**src/design/n163_pkg.sv**
```systemverilog
// package with bank types, register selectors and fixed address bits for the n163 mapper
package n163_pkg;

	// bank numbers
	typedef logic [5:0] prg_bank_t; // 8 KB units
	typedef logic [7:0] chr_bank_t; // 1 KB units

	// irq counter, bit 15 is the enable
	typedef logic [15:0] count_t;

	// E000-FFFF always maps here
	localparam prg_bank_t prg_fixed_bank = 6'b111111;

	// upper prg address bits for the 6000-7FFF work ram window
	localparam logic [8:0] wram_hi_bits = 9'b111100000;

	// upper chr address bits
	localparam logic [3:0] chr_hi_bits = 4'b1000;

	// cpu address bits [15:11] pick the register
	localparam int reg_sel_width = 5;

	localparam logic [reg_sel_width-1:0] irq_lo_sel   = 5'b01010; // 5000
	localparam logic [reg_sel_width-1:0] irq_hi_sel   = 5'b01011; // 5800
	localparam logic [reg_sel_width-1:0] prg_sel_e000 = 5'b11100;
	localparam logic [reg_sel_width-1:0] prg_sel_e800 = 5'b11101;
	localparam logic [reg_sel_width-1:0] prg_sel_f000 = 5'b11110;

	// chr0-chr7 then chr10-chr13
	localparam int chr_bank_count = 12;

endpackage

```
**src/design/n163_bank_if.sv**
```systemverilog
// interface carrying the bank register image from the register file to the mappers
interface n163_bank_if;
	import n163_pkg::*;

	prg_bank_t prg_bank8000;
	prg_bank_t prg_banka000;
	prg_bank_t prg_bankc000;
	chr_bank_t chr_bank [chr_bank_count]; // entries 8-11 are chr10-chr13
	logic [1:0] chr_en; // per pattern table, 0 lets E0-FF banks hit chr ram

	modport regs (
		output prg_bank8000,
		output prg_banka000,
		output prg_bankc000,
		output chr_bank,
		output chr_en
	);

	modport prg (
		input prg_bank8000,
		input prg_banka000,
		input prg_bankc000
	);

	modport chr (
		input chr_bank,
		input chr_en
	);

endinterface

```
**src/design/n163_regs.sv**
```systemverilog
// bank register file written from the cpu bus at 8000-F7FF
module n163_regs (
	input logic clk20,
	input logic reset,
	input logic ce,
	input logic prg_write,
	input logic [15:0] prg_ain,
	input logic [7:0] prg_din,
	n163_bank_if.regs banks
);
	import n163_pkg::*;

	logic [reg_sel_width-1:0] sel;
	logic wr_en;

	assign sel = prg_ain[15 -: reg_sel_width];
	assign wr_en = ce && prg_write;

	always_ff @(posedge clk20) begin
		if (reset) begin
			banks.prg_bank8000 <= '0;
			banks.prg_banka000 <= '0;
			banks.prg_bankc000 <= '0;
			banks.chr_en <= '0;
			for (int i = 0; i < chr_bank_count; i++) begin
				banks.chr_bank[i] <= '0;
			end
		end else if (wr_en) begin
			if (sel[4:3] == 2'b10) begin
				// 8000-BFFF, chr0-chr7 one per 2 KB
				banks.chr_bank[sel[2:0]] <= prg_din;
			end else if (sel[4:2] == 3'b110) begin
				// C000-DFFF, chr10-chr13
				banks.chr_bank[{2'b10, sel[1:0]}] <= prg_din;
			end else begin
				case (sel)
					prg_sel_e000: begin
						banks.prg_bank8000 <= prg_din[5:0];
					end
					prg_sel_e800: begin
						banks.prg_banka000 <= prg_din[5:0];
						banks.chr_en <= prg_din[7:6];
					end
					prg_sel_f000: begin
						banks.prg_bankc000 <= prg_din[5:0];
					end
					default: ; // F800 up is the sound port, not here
				endcase
			end
		end
	end

endmodule

```
**src/design/n163_irq.sv**
```systemverilog
// irq timer with byte loads at 5000/5800 and the timeout flag
module n163_irq (
	input logic clk20,
	input logic reset,
	input logic ce,
	input logic prg_write,
	input logic [15:0] prg_ain,
	input logic [7:0] prg_din,
	output n163_pkg::count_t count,
	output logic irq
);
	import n163_pkg::*;

	logic [reg_sel_width-1:0] sel;
	count_t count_next;
	logic countup;
	logic irq_access;

	assign sel = prg_ain[15 -: reg_sel_width];
	assign count_next = count + 1'b1;
	assign countup = count[15] & ~&count[14:0]; // stops at FFFF
	assign irq_access = sel[reg_sel_width-1:1] == irq_lo_sel[reg_sel_width-1:1]; // 5xxx

	always_ff @(posedge clk20) begin
		if (reset) begin
			count <= '0;
			irq <= 1'b0;
		end else if (ce) begin
			if (irq_access)
				irq <= 1'b0; // any access acks
			else if (count == 16'hFFFF)
				irq <= 1'b1;

			if (prg_write && sel == irq_lo_sel)
				count[7:0] <= prg_din;
			else if (countup)
				count[7:0] <= count_next[7:0];

			if (prg_write && sel == irq_hi_sel)
				count[15:8] <= prg_din;
			else if (countup)
				count[15:8] <= count_next[15:8];
		end
	end

endmodule

```
**src/design/n163_prg_map.sv**
```systemverilog
// prg address translation, access allow, output enable and read data mux
module n163_prg_map (
	input logic [15:0] prg_ain,
	input logic prg_write,
	input logic [7:0] prg_din,
	input n163_pkg::count_t count,
	n163_bank_if.prg banks,
	output logic [21:0] prg_aout,
	output logic prg_allow,
	output logic prg_oe,
	output logic [7:0] prg_dout
);
	import n163_pkg::*;

	logic [reg_sel_width-1:0] sel;
	logic is_wram;
	logic is_reg;
	prg_bank_t bank;
	prg_bank_t bank_masked;

	assign sel = prg_ain[15 -: reg_sel_width];
	assign is_wram = prg_ain[15:13] == 3'b011;
	assign is_reg = prg_ain[15:12] == 4'b0101; // irq counter ports

	always_comb begin
		case (prg_ain[14:13])
			2'd0: bank = banks.prg_bank8000;
			2'd1: bank = banks.prg_banka000;
			2'd2: bank = banks.prg_bankc000;
			default: bank = prg_fixed_bank;
		endcase
	end

	// low two bank bits only count from 8000 up
	assign bank_masked = bank & {4'b1111, {2{prg_ain[15]}}};

	assign prg_aout = is_wram ? {wram_hi_bits, prg_ain[12:0]}
		: {3'b000, bank_masked, prg_ain[12:0]};

	assign prg_allow = (prg_ain[15] && !prg_write) || is_wram;
	assign prg_oe = !prg_write && (is_reg || is_wram || prg_ain[15]);

	always_comb begin
		case (sel)
			irq_lo_sel: prg_dout = count[7:0];
			irq_hi_sel: prg_dout = count[15:8];
			default: prg_dout = prg_din;
		endcase
	end

endmodule

```
**src/design/n163_chr_map.sv**
```systemverilog
// chr bank select, ciram and chr ram decode, nametable a10
module n163_chr_map (
	input logic [13:0] chr_ain,
	input logic chr_read,
	input logic chr_write,
	n163_bank_if.chr banks,
	output logic [21:0] chr_aout,
	output logic chr_allow,
	output logic chr_oe,
	output logic vram_ce,
	output logic vram_a10
);
	import n163_pkg::*;

	chr_bank_t bank;
	logic en_bit;
	logic ram_sel;
	logic nt_bank;

	// 0000-1FFF uses chr0-chr7, 2000-3FFF repeats chr10-chr13
	always_comb begin
		if (!chr_ain[13])
			bank = banks.chr_bank[chr_ain[12:10]];
		else
			bank = banks.chr_bank[{2'b10, chr_ain[11:10]}];
	end

	assign chr_aout = {chr_hi_bits, bank, chr_ain[9:0]};
	assign vram_a10 = chr_aout[10];

	assign nt_bank = &bank[7:5]; // E0-FF
	assign en_bit = chr_ain[12] ? banks.chr_en[1] : banks.chr_en[0];
	assign ram_sel = !en_bit && nt_bank;

	always_comb begin
		if (!chr_ain[13]) begin
			// pattern tables
			vram_ce = ram_sel;
			chr_oe = chr_read;
			chr_allow = chr_write && ram_sel;
		end else begin
			// nametables, E0-FF goes to ciram
			vram_ce = nt_bank;
			chr_oe = chr_read && !nt_bank;
			chr_allow = chr_write && ram_sel && !nt_bank;
		end
	end

endmodule

```
**src/design/n163_mapper.sv**
```systemverilog
// n163 mapper top level joining register file, irq timer and the prg and chr mappers
module n163_mapper (
	input logic clk20,
	input logic reset,
	input logic ce,
	input logic prg_read, // reads are qualified by !prg_write
	input logic prg_write,
	input logic [15:0] prg_ain,
	input logic [7:0] prg_din,
	output logic [7:0] prg_dout,
	output logic prg_oe,
	output logic prg_allow,
	output logic [21:0] prg_aout,
	input logic [13:0] chr_ain,
	input logic chr_read,
	input logic chr_write,
	output logic [21:0] chr_aout,
	output logic chr_allow,
	output logic chr_oe,
	output logic vram_ce,
	output logic vram_a10,
	output logic irq
);
	import n163_pkg::*;

	count_t count;

	n163_bank_if banks ();

	n163_regs regs_inst (
		.clk20     (clk20),
		.reset     (reset),
		.ce        (ce),
		.prg_write (prg_write),
		.prg_ain   (prg_ain),
		.prg_din   (prg_din),
		.banks     (banks.regs)
	);

	n163_irq irq_inst (
		.clk20     (clk20),
		.reset     (reset),
		.ce        (ce),
		.prg_write (prg_write),
		.prg_ain   (prg_ain),
		.prg_din   (prg_din),
		.count     (count),
		.irq       (irq)
	);

	// cpu side
	n163_prg_map prg_map_inst (
		.prg_ain   (prg_ain),
		.prg_write (prg_write),
		.prg_din   (prg_din),
		.count     (count),
		.banks     (banks.prg),
		.prg_aout  (prg_aout),
		.prg_allow (prg_allow),
		.prg_oe    (prg_oe),
		.prg_dout  (prg_dout)
	);

	// ppu side
	n163_chr_map chr_map_inst (
		.chr_ain   (chr_ain),
		.chr_read  (chr_read),
		.chr_write (chr_write),
		.banks     (banks.chr),
		.chr_aout  (chr_aout),
		.chr_allow (chr_allow),
		.chr_oe    (chr_oe),
		.vram_ce   (vram_ce),
		.vram_a10  (vram_a10)
	);

endmodule

```
**config.mk**
```make
export PLATFORM = sky130hd
export DESIGN_NAME = n163_mapper
export DESIGN_NICKNAME = d
export VERILOG_FILES = /design/src/design/n163_pkg.sv /design/src/design/n163_bank_if.sv /design/src/design/n163_regs.sv /design/src/design/n163_irq.sv /design/src/design/n163_prg_map.sv /design/src/design/n163_chr_map.sv /design/src/design/n163_mapper.sv
export SDC_FILE = /design/constraint.sdc
export NUM_CORES = 1
export LEC_CHECK = 0
export BUFFER_PORTS_ARGS = -buffer_cell sky130_fd_sc_hd__buf_2
export CORE_MARGIN = 8
export CORE_UTILIZATION = 55
export CTS_BUF_LIST = sky130_fd_sc_hd__clkbuf_2 sky130_fd_sc_hd__clkbuf_4 sky130_fd_sc_hd__clkbuf_8
export CTS_CLUSTER_SIZE = 14
export DETAILED_ROUTE_END_ITERATION = 8
export PLACE_DENSITY = 0.74
export SLEW_MARGIN = 10
export SYNTH_ARGS = -nofsm -noshare
export SYNTH_HDL_FRONTEND = slang
export SYNTH_SLANG_ARGS = --single-unit
```
**constraint.sdc**
```tcl
create_clock -name clk20 -period 3.3 [get_ports clk20]
set_clock_uncertainty 0.15 [all_clocks]
set_input_delay 0 -clock clk20 [delete_from_list [all_inputs] [get_ports clk20]]
set_output_delay 0 -clock clk20 [all_outputs]
set_load 0.02 [all_outputs]
```
==> key figures, run 1 <==
Floorplan
  • Initial core utilization: 0.5646
  • Standard-cell row count: 40
  • Placeable Area: 12060 um2
  • Die width: 127.3 um
  • Total Die Area: 16200 um2
  • Die Y: 127.3 um
  • Number of top-level pins: 104

Power
  • Leakage power summed over all cells: 3.075 nW
  • VDD IR max: 0.0003259 V
  • PD cells: 428.8 nW/um2

Route
  • Routed length per placed instance: 18.20 um
  • Drt via density: 5.756
  • Via Count: 5313
  • Drt first-iter violations: 492
  • Post-detailed-route count of antenna-violating nets: 0
  • DRC errors left: 0
  • Count of TritonRoute iterations in the first routing pass: 5
  • Wire length reported by the detailed router: 16.80 mm

STA
  • RSZ-0062 raised after global routing: false
  • Shortest clock period the worst path allows after layout: 2.400 ns
  • Worst-case hold slack: 0.02855 ns
  • Upper clock frequency limit: 416.7 MHz
  • Summed negative setup slack over all endpoints: 0 ns
  • Final hold vios: 0
  • Worst relative slew slack: 0.3064
  • Setup violation total in the final timing report: 0
  • Share of the clock period used by the worst path: 0.7272
  • Worst-Margin Slew: 1.040 ns
  • Final Max Tran Viols: 0

CTS
  • Number of sinks handled by clock tree synthesis: 133
  • CTS clock-pin slew for the worst setup and hold paths: 0.08 ns
  • H-Tree Level Count: 4
  • Clock tree from TritonCTS: yes
  • Post-CTS Setup Repair Bufs: 0
  • Clock latency on the worst-skew pair: 0.47 ns
  • Clk buf depth: 2
  • CTS root buffer: sky130_fd_sc_hd__clkbuf_8
  • Number of buffers inserted during clock tree synthesis: 17

GRT
  • Gr usage total: 0.2142
  • Initial antenna violation count: 0
  • Number of global-route vias before repair: 5337
  • Maximum number of pins on one net before global-route repair: 102
  • Wire length of the first global-routing pass: 27.54 mm
  • Final global-route overflow total: 0

Run
  • Count of maximum capacitance violations: 0

Critical path
  • Launch point of the worst path: irq_inst.count[0]
  • Critical path endpoint category: flop
  • Register-to-Register Setup Slack: 0.90 ns
  • Kind of start point of the critical path: flop
  • Critical-path maximum fanout: 8
  • Reg2Reg Depth: 6
  • Critical path required time: 3.46 ns
  • Arrival time at the worst endpoint: 2.56 ns
  • Crit Reg-Reg Endpoint: irq_inst.count[11]
  • Reg2Reg Launch Point: irq_inst.count[0]
  • Start-to-end type of the worst setup path: flop to flop
  • End of the critical path: irq_inst.count[11]

Synthesis
  • Netlist area before placement: 6810 um2
  • Post-synth ARST share: 0
  • Number of synthesized register bits: 133
  • Synth unique cells: 61
  • Main flop type after synthesis: sky130_fd_sc_hd__dfxtp_1
  • Synthesis warning total: 0
  • Post-synthesis instance total: 715
  • Avg Inst Size Synth: 9.525 um2
  • Count of flip-flops with a built-in enable after synthesis: 0
  • Register area share after synthesis: 0.3910

Finish
  • Fraction of final layout cells sized beyond drive strength 1: 0.1921
  • Register area: 2663 um2
  • Synth-to-Final Area Change: 11.34%
  • Multi-input gate area in the final layout: 3659 um2
  • Fill cell count: 1010
  • Number of nets in the finished design: 788
  • Antenna cells: 0

Place
  • Placer Congestion: 0.8885
  • Post-DP HPWL: 11.06 mm
  • PortBufs: 56

Hold path
  • Hold wc startpoint: reset
  • Min-delay worst type: input port to flop

Status
  • Status: complete, no violations
-- where the power goes --
part | total, mW | internal, mW | switching [mW]
sequential | 1.62 | 1.61 | 0.00633
combinational | 0.298 | 0.0997 | 0.198
clock | 1.34 | 0.612 | 0.724
-- critical path, cell delays in order (launching register included) --
cell and delay, ns:
sky130_fd_sc_hd__dfxtp_1 0.43, sky130_fd_sc_hd__ha_1 0.27, sky130_fd_sc_hd__nand3_1 0.29, sky130_fd_sc_hd__or4_4 0.56, sky130_fd_sc_hd__o211a_1 0.31, sky130_fd_sc_hd__a21oi_1 0.18, sky130_fd_sc_hd__a211oi_2 0.06
-- flip-flops by register name, indices dropped and copies added (netlist names) --
| register | count |
|---|---|
| regs_inst.banks.prg_banka000 | 6 |
| regs_inst.banks.prg_bank8000 | 6 |
| regs_inst.banks.chr_en | 2 |
| regs_inst.banks.prg_bankc000 | 6 |
| irq_inst.irq | 1 |
| regs_inst.banks.chr_bank | 96 |
| irq_inst.count | 16 |
-- cell usage in the layout, fill, tap and decap left out, types with 4 or more instances in the layout --
cell type / n
sky130_fd_sc_hd__buf_2: 55
sky130_fd_sc_hd__clkbuf_8: 17
sky130_fd_sc_hd__nand3_1: 19
sky130_fd_sc_hd__mux2_2: 4
sky130_fd_sc_hd__inv_1: 7
sky130_fd_sc_hd__conb_1: 4
sky130_fd_sc_hd__nor2_1: 134
sky130_fd_sc_hd__mux4_2: 27
sky130_fd_sc_hd__o21a_1: 4
sky130_fd_sc_hd__inv_6: 5
sky130_fd_sc_hd__clkinvlp_4: 6
sky130_fd_sc_hd__mux2i_1: 127
sky130_fd_sc_hd__nand3b_1: 4
sky130_fd_sc_hd__dlygate4sd3_1: 32
sky130_fd_sc_hd__o21ai_1: 14
sky130_fd_sc_hd__nand2_1: 39
sky130_fd_sc_hd__a21oi_1: 30
sky130_fd_sc_hd__and3_1: 6
sky130_fd_sc_hd__nor3_1: 5
sky130_fd_sc_hd__buf_4: 6
sky130_fd_sc_hd__a31oi_1: 5
sky130_fd_sc_hd__dfxtp_1: 133
-- final cells by class --
type | instances | share of cell area
Multi-Input combinational cell | 489 | 0.4825
Sequential cell | 133 | 0.3512
Timing Repair Buffer | 93 | 0.08449
Clock buffer | 17 | 0.03086
Tap cell | 168 | 0.02772
Clock inverter | 15 | 0.01931
Inverter | 8 | 0.003960
-- worst min-delay path by stage --
| stage | slack, ns | depth (start not counted) | endpoint |
|---|---|---|---|
| floorplan | -0.07 | 1 | prg_oe |
| detailed placement | -0.15 | 0 | prg_aout[9] |
| CTS | 0.03 | 2 | regs_inst.banks.chr_bank[44] |
| finish | 0.03 | 2 | irq_inst.count[1] |
| global placement | -0.15 | 0 | prg_aout[9] |
| global route | 0.05 | 2 | regs_inst.banks.chr_bank[44] |
-- metal layers --
metal | wire, um | share of wire | global-route usage | vias to the layer above
li1 | - | - | - | 2538
met1 | 7071 | 0.42 | 0.2506 | 2568
met2 | 8229 | 0.49 | 0.3669 | 182
met3 | 1159 | 0.069 | 0.05907 | 25
met4 | 340 | 0.020 | 0.07978 | 0
met5 | 0 | 0 | 0 | -
-- per-stage QoR --
stage,area (um2),power [mW],instances,util,worst slack [ns]
after floorplan,6818,1.879,717,-,1.280
after global placement,6882,1.898,859,0.5705,1.013
after detailed placement,6882,1.904,859,0.5705,0.9411
after CTS,7582,3.264,923,0.6286,0.9426
after global routing,7582,3.356,923,0.6286,0.7630
final,7582,3.252,923,0.6286,0.9001
-- cells by family (layout without fill, tap and decap cells) --
| family | Yosys count | after routing | synth area share |
|---|---|---|---|
| and+or+nand+nor | 246 | 246 | 0.1747 |
| other | 2 | 4 | 0.001103 |
| AOI/OAI and AO/OA | 80 | 80 | 0.07588 |
| buffers and inverters | 95 | 133 | 0.07294 |
| adders and majority gates | 1 | 1 | 0.001837 |
| DFF | 133 | 133 | 0.3910 |
| muxes | 158 | 158 | 0.2826 |
-- timing repair --
item / CTS / global route
endpoints found under the setup margin: 0 / 0
gates resized for setup: 0 / 0
hold endpoints to repair: 148 / 0
hold buffers: 32 / 0
-- Yosys cell counts, types with 3 or more instances --
cell,instances,share of area
sky130_fd_sc_hd__o21ai_0,3,0.0022
sky130_fd_sc_hd__mux2i_1,127,0.19
sky130_fd_sc_hd__and3_1,6,0.0055
sky130_fd_sc_hd__inv_1,7,0.0039
sky130_fd_sc_hd__nor2_1,134,0.074
sky130_fd_sc_hd__buf_2,13,0.0096
sky130_fd_sc_hd__dfxtp_1,133,0.39
sky130_fd_sc_hd__nand4_1,3,0.0028
sky130_fd_sc_hd__a21oi_1,30,0.022
sky130_fd_sc_hd__a21o_1,3,0.0033
sky130_fd_sc_hd__nor3_4,3,0.0072
sky130_fd_sc_hd__o21bai_1,3,0.0033
sky130_fd_sc_hd__a31oi_1,5,0.0046
sky130_fd_sc_hd__nand3_1,19,0.014
sky130_fd_sc_hd__mux4_2,27,0.089
sky130_fd_sc_hd__and2_1,3,0.0028
sky130_fd_sc_hd__nor4_1,3,0.0028
sky130_fd_sc_hd__o311ai_0,3,0.0039
sky130_fd_sc_hd__nor2_4,3,0.0050
sky130_fd_sc_hd__nor3b_1,3,0.0033
sky130_fd_sc_hd__nand2b_1,3,0.0028
sky130_fd_sc_hd__o21ai_1,14,0.010
sky130_fd_sc_hd__o21a_1,4,0.0044
sky130_fd_sc_hd__nand3b_1,4,0.0044
sky130_fd_sc_hd__buf_4,33,0.036
sky130_fd_sc_hd__clkbuf_1,40,0.022
sky130_fd_sc_hd__nand2_1,39,0.021
sky130_fd_sc_hd__mux2_2,4,0.0066
sky130_fd_sc_hd__nor3_1,5,0.0037
Power figures use the tool's default switching activity.
==> run 2, diff against run 1 <==
Settings changed: ABC_AREA set to 1, CORE_UTILIZATION 55 to 54, PLACE_DENSITY 0.74 to 0.75.
Clock period 3.3 ns to 2 ns, I/O delays scaled along.
==> run 2 against run 1 <==
  * Cell count grew 38%
  * Clock power grew 81%
  * Cell area grew 4.8%
  * Register-to-register slack lost 0.77 ns
  * Critical endpoint is now chr_aout[14]
  * Largest power group unchanged
==> key figures, run 2 <==
CTS
  • CTS root buffer: sky130_fd_sc_hd__clkbuf_8
  • CTS clock-pin slew for the worst setup and hold paths: 0.08 ns (about the same)
  • Post-CTS Setup Repair Bufs: 0 (unchanged)
  • H-Tree Level Count: 4 (unchanged)
  • Clock tree from TritonCTS: yes
  • Clock latency on the worst-skew pair: 0.45 ns (-0.02 ns)
  • Number of buffers inserted during clock tree synthesis: 17 (unchanged)
  • Clk buf depth: 2 (unchanged)
  • Number of sinks handled by clock tree synthesis: 133 (unchanged)

Hold path
  • Hold wc startpoint: prg_ain[11]
  • Hold worst-path end: regs_inst.banks.chr_bank[41]
  • Cell count of the worst hold path: 5 (+3)
  • Min-delay worst type: input port to flop

STA
  • Worst-Margin Slew: 0.5500 ns (-0.4904 ns)
  • Summed negative setup slack over all endpoints: 0 ns (unchanged)
  • Worst-case hold slack: 0.02823 ns (-0.0003259 ns)
  • RSZ-0062 raised after global routing: true
  • Setup violation total in the final timing report: 0 (unchanged)
  • Final Max Tran Viols: 0 (unchanged)
  • Share of the clock period used by the worst path: 0.9456
  • Upper clock frequency limit: 528.8 MHz
  • Worst relative slew slack: 0.6329 (+0.3265)
  • Final hold vios: 0 (unchanged)
  • Shortest clock period the worst path allows after layout: 1.891 ns

Route
  • DRC errors left: 0 (unchanged)
  • Post-detailed-route count of antenna-violating nets: 0 (unchanged)
  • Count of TritonRoute iterations in the first routing pass: 5 (unchanged)
  • Via Count: 6809 (+28%)
  • Drt first-iter violations: 563 (+14%)
  • Drt via density: 5.349 (-7.1%)
  • Routed length per placed instance: 14.60 um (-20%)
  • Wire length reported by the detailed router: 18.58 mm (+11%)

Finish
  • Leading cell types in the layout, fill and taps excluded: 181 x sky130_fd_sc_hd__nor2_1, 168 x sky130_fd_sc_hd__o21ai_0, 156 x sky130_fd_sc_hd__nand2_1
  • Most common cell after layout, fill and taps aside: sky130_fd_sc_hd__nor2_1
  • Max reg flops: 96 (unchanged)
  • Number of nets in the finished design: 1134 (+44%)
  • Top register by number of flip-flops: regs_inst.banks.chr_bank
  • Synth-to-Final Area Change: 15.52%
  • Fraction of final layout cells sized beyond drive strength 1: 0.1371 (-0.05490)
  • End-of-flow core utilization: 0.6346 (+0.006015)
  • Top Registers: regs_inst.banks.chr_bank (96), irq_inst.count (16)
  • Antenna cells: 0 (unchanged)

Synthesis
  • Post-synth ARST share: 0 (unchanged)
  • Count of flip-flops with a built-in enable after synthesis: 0 (unchanged)
  • Cell accounting for the most synthesized area: sky130_fd_sc_hd__dfxtp_1
  • Area share of the largest cell type after synthesis: 0.3872 (-0.003770)
  • Post-synthesis instance total: 1040 (+45%)
  • Synthesis warning total: 0 (unchanged)
  • Commonest cells post-synth: 181 x sky130_fd_sc_hd__nor2_1, 169 x sky130_fd_sc_hd__o21ai_0, 157 x sky130_fd_sc_hd__nand2_1
  • Main flop type after synthesis: sky130_fd_sc_hd__dfxtp_1
  • Synth unique cells: 38 (-38%)
  • Number of synthesized register bits: 133 (unchanged)
  • Cell with the most instances after synthesis: sky130_fd_sc_hd__nor2_1
  • Avg Inst Size Synth: 6.612 um2 (-31%)
  • Netlist area before placement: 6877 um2 (+0.97%)
  • Top post-synthesis cells by area: sky130_fd_sc_hd__dfxtp_1 39%, sky130_fd_sc_hd__o21ai_0 12%, sky130_fd_sc_hd__nor2_1 9.9%
  • Register area share after synthesis: 0.3872 (-0.003770)

GRT
  • Final global-route overflow total: 0 (unchanged)
  • Initial antenna violation count: 0 (unchanged)
  • Gr usage total: 0.2241 (+0.009957)
  • Wire length of the first global-routing pass: 30.04 mm (+9.1%)
  • Maximum number of pins on one net before global-route repair: 38 (-63%)
  • Number of global-route vias before repair: 6054 (+13%)

Floorplan
  • Total Die Area: 16600 um2 (+2.5%)
  • Placeable Area: 12520 um2 (+3.8%)
  • Die width: 128.8 um (+1.2%)
  • Initial core utilization: 0.5494 (-0.01525)
  • Number of top-level pins: 104 (unchanged)
  • Die Y: 128.8 um (+1.2%)
  • Standard-cell row count: 41 (+2.5%)

Critical path
  • Critical path endpoint category: output pin
  • Arrival time at the worst endpoint: 1.74 ns (-0.82 ns)
  • Max stage delay on crit path: 0.36 ns (-0.20 ns)
  • Worst path cell trace: o21ai_0 > nand3_1 > a21oi_1 > a31oi_1 > buf_2
  • Crit Reg-Reg Endpoint: irq_inst.count[6]
  • Critical-path maximum fanout: 2 (-6)
  • Depth of the critical timing path with buffers and inverters included: 5 (-1)
  • Critical path buffer and inverter count: 1 (+1)
  • CP max-delay cell: sky130_fd_sc_hd__o21ai_0
  • Critical path required time: 1.85 ns (-1.61 ns)
  • Start-to-end type of the worst setup path: flop to output pin
  • Reg2Reg Depth: 10 (+4)
  • Register-to-Register Setup Slack: 0.13 ns (-0.77 ns)
  • Kind of start point of the critical path: flop
  • Delay-heaviest family, CP: compound AO/OA/AOI/OAI gates
  • Reg2Reg Launch Point: irq_inst.count[0]

Place
  • PortBufs: 56 (unchanged)
  • Post-DP HPWL: 12.23 mm (+11%)
  • Placer Congestion: 0.8653 (-2.6%)

Run
  • Count of maximum capacitance violations: 0 (unchanged)

Power
  • Leakage power summed over all cells: 3.547 nW (+15%)
  • PD cells: 729.5 nW/um2 (+70%)
  • VDD IR max: 0.0005515 V (+69%)

Status
  • Status: complete, no violations
[run 2: cell count changes after synthesis, moves of 47 or more]
cell / before / now
sky130_fd_sc_hd__a21oi_1: 30 / 95
sky130_fd_sc_hd__mux2i_1: 127 / 0
sky130_fd_sc_hd__nor2_1: 134 / 181
sky130_fd_sc_hd__inv_1: 7 / 79
sky130_fd_sc_hd__o21ai_0: 3 / 169
sky130_fd_sc_hd__nand2_1: 39 / 157
[run 2: area by class of cell]
cell class,instances,area (um2)
clock buffer,21,282.8
clock inverter,11,150.1
fill,1195,4573
inverter,90,339.1
multi-input combinational,724,3376
sequential,133,2663
tap,172,215.2
timing repair buffer,122,918.4
[run 2: metrics by stage]
stage | power (mW) | instance area [um2] | worst slack (ns) | cells
floorplan | 3.214 | 6884 | 0.2329 | 1042
global placement | 3.334 | 7132 | 0.1588 | 1205
detailed placement | 3.336 | 7132 | 0.09053 | 1205
CTS | 5.809 | 7915 | 0.07783 | 1272
global route | 6.001 | 7944 | -0.02886 | 1273
finish | 5.795 | 7944 | 0.1088 | 1273
[run 2: kinds of logic after synthesis]
kind of cell,synth area share
AND/OR/NAND/NOR,0.2611
flip-flops,0.3872
buffers and inverters,0.1254
adder cells (fa/ha/maj),0.001819
other,0.001092
AO/OA/AOI/OAI,0.2183
XOR/XNOR,0.005094
[run 2: worst max path at each step]
stage	from	to	slack, ns
2_1_floorplan	irq_inst.count[0]	irq_inst.count[6]	0.23
3_3_place_gp	irq_inst.count[0]	irq_inst.count[11]	0.16
3_5_place_dp	irq_inst.count[0]	irq_inst.count[11]	0.09
4_1_cts	irq_inst.count[0]	irq_inst.count[6]	0.08
5_1_grt	irq_inst.count[0]	irq_inst.count[11]	-0.03
6_report	regs_inst.banks.chr_bank[60]	chr_aout[14]	0.11
[run 2: per-layer routing]
layer | global-route usage | up-vias | wire length (um)
met5 | 0 | - | 0
met4 | 0.07878 | 0 | 321
met3 | 0.04551 | 29 | 1099
met2 | 0.3587 | 181 | 8556
met1 | 0.2933 | 3150 | 8603
li1 | - | 3449 | -
[run 2: what timing repair did]
item	CTS	global route
endpoints found under the hold margin	129	2
setup endpoints to repair	0	19
resized for setup	0	6
hold buffers	35	1
[run 2: where the power goes]
part,leakage (nW),internal (mW),switching [mW]
Sequential,1.07,2.67,0.0131
Clock,0.215,1.35,1.07
Combinational,2.26,0.228,0.465
Total,3.55,4.24,1.55
[run 2: worst min-delay path: cells and delay by family]
| family | cells | cell delay, ns |
|---|---|---|
| buffers and inverters | 1 | 0.25 |
| and+or+nand+nor | 4 | 0.34 |
